### config.mk
export PLATFORM = sky130hd
export DESIGN_NAME = frame_buffer_ctl
export DESIGN_NICKNAME = d
export VERILOG_FILES = /design/src/fb_pkg.sv /design/src/video_pkg.sv /design/src/buffer_addr_table.sv /design/src/mutex_buffer.sv /design/src/frame_addr_gen.sv /design/src/frame_buffer_ctl.sv
export SDC_FILE = /design/constraint.sdc
export NUM_CORES = 1
export LEC_CHECK = 0
export BUFFER_PORTS_ARGS = -buffer_cell sky130_fd_sc_hd__buf_2
export CORE_MARGIN = 1
export CORE_UTILIZATION = 44
export CTS_CLUSTER_DIAMETER = 80
export CTS_CLUSTER_SIZE = 24
export DETAILED_ROUTE_END_ITERATION = 10
export PLACE_DENSITY = 0.67
export SLEW_MARGIN = 10
export SYNTH_ARGS = -nofsm -noshare
export SYNTH_HDL_FRONTEND = slang
export SYNTH_SLANG_ARGS = --single-unit
### constraint.sdc
create_clock -name clk -period 3.8 [get_ports clk]
set_input_delay 0.57 -clock clk [delete_from_list [all_inputs] [get_ports clk]]
set_output_delay 0.57 -clock clk [all_outputs]
set_load 0.02 [all_outputs]
### src/fb_pkg.sv
package fb_pkg;

	////////////////////
	// Buffer pool

	// Memory address and frame timestamp widths
	localparam int FB_ADDR_W = 32;
	localparam int FB_TS_W   = 64;

	// Writer needs one free buffer beyond what readers and last frame hold
	localparam int FB_READER_NUM = 2;
	localparam int FB_BUF_NUM    = FB_READER_NUM + 2;
	localparam int FB_IDX_W      = $clog2(FB_BUF_NUM);

	////////////////////
	// Types

	// Byte address in memory
	typedef logic [FB_ADDR_W-1:0] fb_addr_t;

	// Buffer number
	typedef logic [FB_IDX_W-1:0] fb_idx_t;

	// System time at frame completion
	typedef logic [FB_TS_W-1:0] fb_ts_t;

	// One bit per buffer, one-hot when naming a single holder
	typedef logic [FB_BUF_NUM-1:0] fb_bmp_t;

endpackage

### src/video_pkg.sv
package video_pkg;

	////////////////////
	// Frame geometry

	localparam int FRAME_WIDTH     = 16;
	localparam int FRAME_HEIGHT    = 8;
	localparam int BYTES_PER_PIXEL = 4;

	// Line pitch in bytes, wider than one line of pixels
	localparam int LINE_STRIDE = 128;

	localparam int FRAME_PIXELS = FRAME_WIDTH * FRAME_HEIGHT;

	////////////////////
	// Counter widths for the address walk

	localparam int PIX_CNT_W  = $clog2(FRAME_WIDTH);
	localparam int LINE_CNT_W = $clog2(FRAME_HEIGHT);

endpackage

### src/buffer_addr_table.sv
module buffer_addr_table import fb_pkg::*; (
	input  logic     clk,
	input  logic     resetn,

	// Configuration write port
	input  logic     cfg_we,
	input  fb_idx_t  cfg_idx,
	input  fb_addr_t cfg_addr,

	// Base address of every buffer
	output fb_addr_t buf_addr [FB_BUF_NUM]
);

	////////////////////
	// Table storage

	always_ff @(posedge clk) begin
		if (!resetn) begin
			for (int i = 0; i < FB_BUF_NUM; i++) begin
				buf_addr[i] <= '0;
			end
		end else if (cfg_we) begin
			buf_addr[cfg_idx] <= cfg_addr;
		end
	end

	////////////////////
	// Checks

	// Write must target a known entry
	a_cfg_idx_known: assert property (
		@(posedge clk) disable iff (!resetn)
		cfg_we |-> !$isunknown(cfg_idx)
	);

endmodule

### src/mutex_buffer.sv
module mutex_buffer import fb_pkg::*; (
	input  logic     clk,
	input  logic     resetn,

	input  fb_addr_t buf_addr [FB_BUF_NUM],
	input  fb_ts_t   sys_ts,

	// Writer
	input  logic     w_sof,
	output fb_addr_t w_addr,
	output fb_idx_t  w_idx,

	// Reader 0
	input  logic     r0_sof,
	output fb_addr_t r0_addr,
	output fb_idx_t  r0_idx,
	output fb_ts_t   r0_ts,

	// Reader 1
	input  logic     r1_sof,
	output fb_addr_t r1_addr,
	output fb_idx_t  r1_idx,
	output fb_ts_t   r1_ts
);

	// Writer holding
	fb_bmp_t  w_bmp;

	// Last completed frame
	fb_addr_t last_addr;
	fb_bmp_t  last_bmp;
	fb_idx_t  last_idx;
	fb_ts_t   last_ts;

	// Reader holdings, one slot per reader
	logic     rd_sof  [FB_READER_NUM];
	fb_addr_t rd_addr [FB_READER_NUM];
	fb_bmp_t  rd_bmp  [FB_READER_NUM];
	fb_idx_t  rd_idx  [FB_READER_NUM];
	fb_ts_t   rd_ts   [FB_READER_NUM];

	// Free buffer search
	fb_bmp_t  busy_bmp;
	fb_idx_t  free_idx;

	////////////////////
	// Free buffer search

	always_comb begin
		busy_bmp = w_bmp;
		for (int r = 0; r < FB_READER_NUM; r++) begin
			busy_bmp = busy_bmp | rd_bmp[r];
		end
	end

	// Lowest clear bit wins, scanned from the top down
	always_comb begin
		free_idx = fb_idx_t'(1);
		for (int i = FB_BUF_NUM - 1; i >= 0; i--) begin
			if (!busy_bmp[i]) begin
				free_idx = fb_idx_t'(i);
			end
		end
	end

	////////////////////
	// Writer

	always_ff @(posedge clk) begin
		if (!resetn) begin
			w_addr <= '0;
			w_bmp  <= fb_bmp_t'(1) << 1;
			w_idx  <= fb_idx_t'(1);
		end else if (w_sof) begin
			w_addr <= buf_addr[free_idx];
			w_bmp  <= fb_bmp_t'(1) << free_idx;
			w_idx  <= free_idx;
		end
	end

	// Frame the writer leaves becomes the one readers get
	always_ff @(posedge clk) begin
		if (!resetn) begin
			last_addr <= '0;
			last_bmp  <= fb_bmp_t'(1);
			last_idx  <= '0;
			last_ts   <= '0;
		end else if (w_sof) begin
			last_addr <= w_addr;
			last_bmp  <= w_bmp;
			last_idx  <= w_idx;
			last_ts   <= sys_ts;
		end
	end

	////////////////////
	// Readers

	assign rd_sof[0] = r0_sof;
	assign rd_sof[1] = r1_sof;

	for (genvar r = 0; r < FB_READER_NUM; r++) begin : g_reader
		always_ff @(posedge clk) begin
			if (!resetn) begin
				rd_addr[r] <= '0;
				rd_bmp[r]  <= fb_bmp_t'(1);
				rd_idx[r]  <= '0;
				rd_ts[r]   <= '0;
			end else if (rd_sof[r]) begin
				// Writer finishing right now hands over its frame directly
				if (w_sof) begin
					rd_addr[r] <= w_addr;
					rd_bmp[r]  <= w_bmp;
					rd_idx[r]  <= w_idx;
					rd_ts[r]   <= sys_ts;
				end else begin
					rd_addr[r] <= last_addr;
					rd_bmp[r]  <= last_bmp;
					rd_idx[r]  <= last_idx;
					rd_ts[r]   <= last_ts;
				end
			end
		end
	end

	assign r0_addr = rd_addr[0];
	assign r0_idx  = rd_idx[0];
	assign r0_ts   = rd_ts[0];
	assign r1_addr = rd_addr[1];
	assign r1_idx  = rd_idx[1];
	assign r1_ts   = rd_ts[1];

	////////////////////
	// Checks

	// Writer never shares a buffer with a reader
	a_w_exclusive: assert property (
		@(posedge clk) disable iff (!resetn)
		(w_idx != rd_idx[0]) && (w_idx != rd_idx[1])
	);

	a_bmp_onehot: assert property (
		@(posedge clk) disable iff (!resetn)
		$onehot(w_bmp) && $onehot(last_bmp) && $onehot(rd_bmp[0]) && $onehot(rd_bmp[1])
	);

	a_w_bmp_idx: assert property (
		@(posedge clk) disable iff (!resetn)
		w_bmp == (fb_bmp_t'(1) << w_idx)
	);

endmodule

### src/frame_addr_gen.sv
module frame_addr_gen
	import fb_pkg::*;
	import video_pkg::*;
(
	input  logic     clk,
	input  logic     resetn,

	input  logic     sof,
	input  logic     beat,
	input  fb_addr_t base,

	output fb_addr_t addr,
	output logic     eol,
	output logic     eof
);

	logic                  sof_d;
	logic                  active;
	fb_addr_t              base_q;
	logic [PIX_CNT_W-1:0]  pix_cnt;
	logic [LINE_CNT_W-1:0] line_cnt;
	logic                  last_pix;
	logic                  last_line;

	assign last_pix  = (pix_cnt == PIX_CNT_W'(FRAME_WIDTH - 1));
	assign last_line = (line_cnt == LINE_CNT_W'(FRAME_HEIGHT - 1));

	////////////////////
	// Walk control

	// Arbiter output is valid one cycle after sof, so capture then
	always_ff @(posedge clk) begin
		if (!resetn) begin
			sof_d    <= 1'b0;
			active   <= 1'b0;
			base_q   <= '0;
			pix_cnt  <= '0;
			line_cnt <= '0;
			eol      <= 1'b0;
			eof      <= 1'b0;
		end else begin
			sof_d <= sof;
			eol   <= 1'b0;
			eof   <= 1'b0;
			if (sof_d) begin
				base_q   <= base;
				pix_cnt  <= '0;
				line_cnt <= '0;
				active   <= !sof;
			end else if (sof) begin
				active <= 1'b0;
			end else if (active && beat) begin
				if (last_pix) begin
					pix_cnt <= '0;
					eol     <= 1'b1;
					if (last_line) begin
						// Frame done, wait for the next sof
						line_cnt <= '0;
						eof      <= 1'b1;
						active   <= 1'b0;
					end else begin
						line_cnt <= line_cnt + 1'b1;
					end
				end else begin
					pix_cnt <= pix_cnt + 1'b1;
				end
			end
		end
	end

	////////////////////
	// Address

	assign addr = base_q
		+ fb_addr_t'(line_cnt) * fb_addr_t'(LINE_STRIDE)
		+ fb_addr_t'(pix_cnt) * fb_addr_t'(BYTES_PER_PIXEL);

	// Line and frame ends only come from beats taken while walking
	a_no_idle_pulse: assert property (
		@(posedge clk) disable iff (!resetn)
		(eol || eof) |-> $past(active)
	);

endmodule

### src/frame_buffer_ctl.sv
module frame_buffer_ctl import fb_pkg::*; (
	input  logic     clk,
	input  logic     resetn,

	// Base address configuration
	input  logic     cfg_we,
	input  fb_idx_t  cfg_idx,
	input  fb_addr_t cfg_addr,

	input  fb_ts_t   sys_ts,

	// Writer
	input  logic     w_sof,
	input  logic     w_beat,
	output fb_addr_t w_addr,
	output fb_idx_t  w_idx,
	output logic     w_eol,
	output logic     w_eof,

	// Reader 0
	input  logic     r0_sof,
	input  logic     r0_beat,
	output fb_addr_t r0_addr,
	output fb_idx_t  r0_idx,
	output fb_ts_t   r0_ts,
	output logic     r0_eol,
	output logic     r0_eof,

	// Reader 1
	input  logic     r1_sof,
	input  logic     r1_beat,
	output fb_addr_t r1_addr,
	output fb_idx_t  r1_idx,
	output fb_ts_t   r1_ts,
	output logic     r1_eol,
	output logic     r1_eof
);

	fb_addr_t buf_addr [FB_BUF_NUM];

	// Buffer base per port, from the arbiter
	fb_addr_t w_base;
	fb_addr_t r0_base;
	fb_addr_t r1_base;

	////////////////////
	// Buffer table and arbiter

	buffer_addr_table u_table (
		.clk      (clk),
		.resetn   (resetn),
		.cfg_we   (cfg_we),
		.cfg_idx  (cfg_idx),
		.cfg_addr (cfg_addr),
		.buf_addr (buf_addr)
	);

	mutex_buffer u_mutex (
		.clk      (clk),
		.resetn   (resetn),
		.buf_addr (buf_addr),
		.sys_ts   (sys_ts),
		.w_sof    (w_sof),
		.w_addr   (w_base),
		.w_idx    (w_idx),
		.r0_sof   (r0_sof),
		.r0_addr  (r0_base),
		.r0_idx   (r0_idx),
		.r0_ts    (r0_ts),
		.r1_sof   (r1_sof),
		.r1_addr  (r1_base),
		.r1_idx   (r1_idx),
		.r1_ts    (r1_ts)
	);

	////////////////////
	// Address generators

	frame_addr_gen u_wr_gen (
		.clk    (clk),
		.resetn (resetn),
		.sof    (w_sof),
		.beat   (w_beat),
		.base   (w_base),
		.addr   (w_addr),
		.eol    (w_eol),
		.eof    (w_eof)
	);

	frame_addr_gen u_r0_gen (
		.clk    (clk),
		.resetn (resetn),
		.sof    (r0_sof),
		.beat   (r0_beat),
		.base   (r0_base),
		.addr   (r0_addr),
		.eol    (r0_eol),
		.eof    (r0_eof)
	);

	frame_addr_gen u_r1_gen (
		.clk    (clk),
		.resetn (resetn),
		.sof    (r1_sof),
		.beat   (r1_beat),
		.base   (r1_base),
		.addr   (r1_addr),
		.eol    (r1_eol),
		.eof    (r1_eof)
	);

endmodule

* Word-level counts from Yosys, hierarchy flattened
Memory sizes are Yosys's and may differ from the RTL's. A register that Yosys moved wholly into a read port is not among the register bits. Cells that the tools add are included.
Word-level totals: register bits 333, latch bits 0, RAM bits 204, ROM bits 0, output and inout bits 236, memories kept 4
Memories:
- u_mutex.rd_ts | words 2, width 64, read ports 2, clocked after memory_dff 0, write ports 2, line mutex_buffer.sv:40 | fb_ts_t rd_ts [FB_READER_NUM];
- u_mutex.rd_addr | words 2, width 32, read ports 2, clocked after memory_dff 2, write ports 2, line mutex_buffer.sv:37 | fb_addr_t rd_addr [FB_READER_NUM];
- u_mutex.rd_bmp | words 2, width 4, read ports 2, clocked after memory_dff 0, write ports 2, line mutex_buffer.sv:38 | fb_bmp_t rd_bmp [FB_READER_NUM];
- u_mutex.rd_idx | words 2, width 2, read ports 2, clocked after memory_dff 0, write ports 2, line mutex_buffer.sv:39 | fb_idx_t rd_idx [FB_READER_NUM];
Operators by class: $add $sub $neg 12, $mul 0, divide/modulo/power cells 0, $lt $le $gt $ge 3, eq/ne operators 6, shift operators 1, multiplexer cells 68, bitwise logic cells 30, reductions and logical operators 36
Operators by type and width (count):
- two-way mux 64 bit | 4
- two-way mux 32 bit | 7
- bitwise mux 128 bit | 1
- adder 32 x 10 -> 32 bit | 3
- adder 32 x 6 -> 32 bit | 3
- binary-select mux 32 bit (select 2 bit) | 1
- demux 32 bit (select 2 bit) | 1
- two-way mux 1 bit | 36
- two-way mux 4 bit | 7
- nonzero test 3 bit | 9
- AND reduction 3 bit | 6
- two-way mux 2 bit | 8
- bitwise OR 1 bit | 16
- OR reduction 5 bit | 3
- adder 4 x 1 -> 4 bit, second input constant | 3
- == test 4 bit, second input constant | 3
- OR reduction 4 bit | 3
- NOT 1 bit | 10
- adder 3 x 1 -> 3 bit, second input constant | 3
- == test 3 bit, second input constant | 3
- two-way mux 3 bit | 3
- bitwise OR 4 bit | 2
- >= comparator 3 bit, second input constant | 2
- NOT 2 -> 3 bit | 2
- other kinds (6) | 17

* Longest topological paths before layout
depth after elaboration 10, gate-level depth with buffers 9, gate-level depth less buffers 8

* Hierarchy
Synthesis repeated with hierarchy kept, for this count alone.
Unflattened totals: cell total of the unflattened synthesis 2371, area total of the unflattened synthesis 25562.0 sq um
By module, submodules not included:
- mutex_buffer | instances 1, cells an instance 1135, area an instance 13440.4 sq um
- buffer_addr_table | instances 1, cells an instance 453, area an instance 4792.1 sq um
- frame_addr_gen (u_r1_gen) | instances 1, cells an instance 267, area an instance 2501.1 sq um
- frame_addr_gen (u_r0_gen) | instances 1, cells an instance 261, area an instance 2458.6 sq um
- frame_addr_gen (u_wr_gen) | instances 1, cells an instance 255, area an instance 2369.8 sq um

* Least setup slack after synthesis
No wires, ideal clock.
path kind input to register, start input resetn, end memory u_mutex.rd_addr[0][0] (netlist bit) (enable), library setup time 479 ps, data arrival time 3213 ps, path slack 108 ps, cell stages on the path 3, path buffers 2, cell sequence buf_2 -> buf_2 -> nand2b_1
RTL lines:
- start: declaration | line frame_buffer_ctl.sv:3 | input logic resetn,
- end: declaration | line mutex_buffer.sv:37

* Worst setup path in the final report
start register u_r1_gen.pix_cnt[0], end output r1_addr[16]
Between the ends: longest elaborated chain between the ends 1
RTL lines:
- start: declaration | line frame_addr_gen.sv:20 | logic [PIX_CNT_W-1:0] pix_cnt;
- start signal: assignment | line frame_addr_gen.sv:65 | pix_cnt <= pix_cnt + 1'b1;
- adder 32 x 6 -> 32 bit | line frame_addr_gen.sv:76 | + fb_addr_t'(pix_cnt) * fb_addr_t'(BYTES_PER_PIXEL);
- end: declaration | line frame_buffer_ctl.sv:32 | output fb_addr_t r1_addr,
No other way between the ends.

==> impl_results.md <==
- Initial Util: 44.8%
- Fin crit share: 94.9%
- First-pass DRT Iterations: 5
- Reg-to-reg setup timing slack: 1760 ps
- Vias in the first global route: 17.0k
- Cell area after synthesis: 24800 um^2
- Most common cell in the synthesized netlist: nand2_1
- DRC Markers: 0
- Main combinational cell family by area after synthesis: simple AND/OR/NAND/NOR gates
- Post-Synth Simple-Gate Area: 19.6%
- Initial drt markers: 1165
- Mux cell area share after synthesis: 8.30%
- Final Hold Fails: 0
- CP delay by family, top: adder cells
- Setup_tns: 0 ps
- Max-slew violations: 0
- Largest net degree at the start of global routing: 165
- Cells after synthesis: 2383
- I/O Buffers: 342
- Unique masters post-synth: 65
- P per Cell Area: 444 nW/um^2
- First-pass GRT wire length: 99000 um
- Die Height: 240 um
- Status: finished, final reports clean
- Die area: 57400 um^2
- RSZ-0062 raised after global routing: false
- Synth Area in Adders: 1.75%
- CP required: 3230 ps
- CTS tree: yes
- Xor/xnor cell area share of the yosys netlist: 3.21%
- Root buf cell: clkbuf_16
- Top-area cell type share of the netlist area: 32.0%
- Largest cells by area after synthesis: dfxtp_1, edfxtp_1, mux2i_1, nand2_1, nor2b_1
- Routed Wire Length: 65300 um
- FP Rows: 86
- Primary FF master, synth: dfxtp_1
- CP Class: reg2out
- Worst hold slack: 273 ps
- Total CTS buffers: 34
- RePlAce Congestion: 0.888
- Seq/Total Area, Yosys: 56.7%
- Hold WC Path Type: in2reg
- Ratio of cells with drive above 1 in the final layout: 17.5%
- Commonest cells post-synth: nand2_1, dfxtp_1, nor2_1
- CTS Hold Bufs: 0
- CP peak stage delay: 460 ps
- Post-synth EDFFs: 204
- Yosys warnings: 0
- Longest Clk Path Bufs: 3
- Crit. End Element: primary output
- Critical path launch point type: flip-flop
- I/O pin cnt: 343
- Tmin final: 3610 ps
- Clk slew on worst S/H paths: 90 ps
- Static leakage: 0.0114 uW
- Final Setup Violations: 0
- Max VDD drop: 0.275 mV
- Ys async rst share: 0%
- Yosys reg bits: 601
- Latest clock arrival within the worst-skew pair: 580 ps
- Grt total ovfl: 0
- Nets: 2774
- Area growth syn-to-layout: 13.8%
- Slew HR: 35.8%
- Via density: 5.19
- Worst EP arrival: 3040 ps
- Final ANT Viol Nets: 0
- Routed WL per cell: 19.1 um
- CP cell instances: ha_1 -> inv_1 -> fa_1 -> nand2b_1 -> a21oi_1 -> a221o_2 -> buf_12 -> and3_1 -> xor2_1 -> buf_2
- Actual slew at the worst max-slew pin: 961 ps
- Initial antenna violation count: 5
- Post-Route Skew: 20.4 ps
- Net Count, Synth: 2523
- Syn avg cell area: 10.4 um^2
- Vias: 17.7k
- Maxcap violations: 0
- CTS sink count: 601
- Width of the chip: 240 um
- GRT Util Overall: 22.3%
- Compound-Gate Fraction of Synth Area: 7.35%
- CP Buf/Inv Count: 3
- Detailed placement HPWL: 43300 um
- Synth area leader: dfxtp_1
- H-tree Lvls: 2
- Core area: 55400 um^2
- FMAX: 0.277 GHz
- Slowest cell on crit path: fa_1
- CP max FO: 11
## power breakdown
group / internal [uW] / switching, uW / total (uW)
clock network: 1950 / 2210 / 4160
registers: 6950 / 187 / 7140
logic: 431 / 822 / 1250
## per-stage QoR
stage	cell area, um^2	power (uW)	util [%]	instances	setup WS [ps]
final	28300	12600	51.0	3409	193
after global routing	28300	13000	51.0	3407	7.30
after CTS	28200	12700	51.0	3406	107
after detailed placement	27100	8540	48.9	3345	554
after global placement	27100	8510	48.9	3345	666
after floorplan	24800	8060	-	2383	108
## timing repair
action	CTS	global route
gates cloned	0	0
pin swaps	0	1
buffers inserted	0	1
endpoints found under the setup margin	9	7
resized for setup	1	1
## flip-flops by register name, indices dropped and copies added, names as in the netlist, 3 cells and up
register / count
u_r1_gen.pix_cnt: 4
u_r0_gen.line_cnt: 3
u_wr_gen.line_cnt: 3
u_mutex.rd_addr: 64
u_mutex.w_bmp: 4
u_r0_gen.base_q: 32
u_mutex.rd_ts: 128
u_r1_gen.base_q: 32
u_mutex.last_bmp: 4
u_r0_gen.pix_cnt: 4
u_mutex.last_ts: 64
u_mutex.last_addr: 32
u_table.buf_addr: 128
u_mutex.rd_bmp: 8
u_mutex.rd_idx: 4
u_r1_gen.line_cnt: 3
u_wr_gen.pix_cnt: 4
u_mutex.w_addr: 32
u_wr_gen.base_q: 32
## cells in the final DEF (no fill, tap or decap), types with 23 or more instances in the layout
master	synthesis	final
nand2_1	402	400
dfxtp_1	397	393
buf_2	44	340
nor2_1	246	245
mux2i_1	206	206
edfxtp_1	204	204
nor2b_1	203	202
a21boi_0	124	124
xnor2_1	53	53
and3_1	45	45
xor2_1	38	38
clkbuf_16	0	37
o221ai_1	32	32
o21ai_1	30	30
ha_1	30	30
buf_4	10	24
inv_1	23	23
nand3_1	24	23
a21oi_1	23	23
## layer usage
metal / global-route usage, % / share of wire (%) / vias to the layer above
met1: 30.8 / 44 / 8580
met4: 7.67 / 3.1 / 8
li1: - / - / 8530
met5: 0 / 0.083 / -
met3: 3.62 / 5.5 / 102
met2: 35.4 / 47 / 485
## worst reg2reg max path: stages (launching register included)
cell and delay (ps):
edfxtp_1 400, nor3_2 280, o21ai_2 150, nor2_4 720, and3_1 310, o21ai_1 60
## layout make-up
| class | instances | area, um^2 |
|---|---|---|
| fillers | 5050 | 27200 |
| clock inverters | 10 | 148 |
| flip-flops and latches | 601 | 14100 |
| diodes | 2 | 5.00 |
| repair buffers | 370 | 1980 |
| clock buffers | 51 | 988 |
| inverters | 23 | 86.3 |
| multi-input cells | 1604 | 10000 |
| well taps | 748 | 936 |
## logic make-up after synthesis
| group | count (synthesis) |
|---|---|
| simple gates | 1020 |
| flops | 601 |
| compound gates | 254 |
| mux | 206 |
| buf+inv | 178 |
| xor+xnor | 91 |
| fa+ha+maj | 33 |
## worst paths after layout
check | from | endpoint | depth (start not counted)
worst max register to register | u_mutex.rd_bmp[0][2] | u_mutex.w_addr[24] | 5
worst min-delay path | cfg_addr[7] | u_table.buf_addr[103] | 3
worst max-delay path | u_r1_gen.pix_cnt[0] | r1_addr[16] | 10
worst min register to register | u_table.buf_addr[101] | u_table.buf_addr[101] | 2
(Power assumes the default switching activity.)
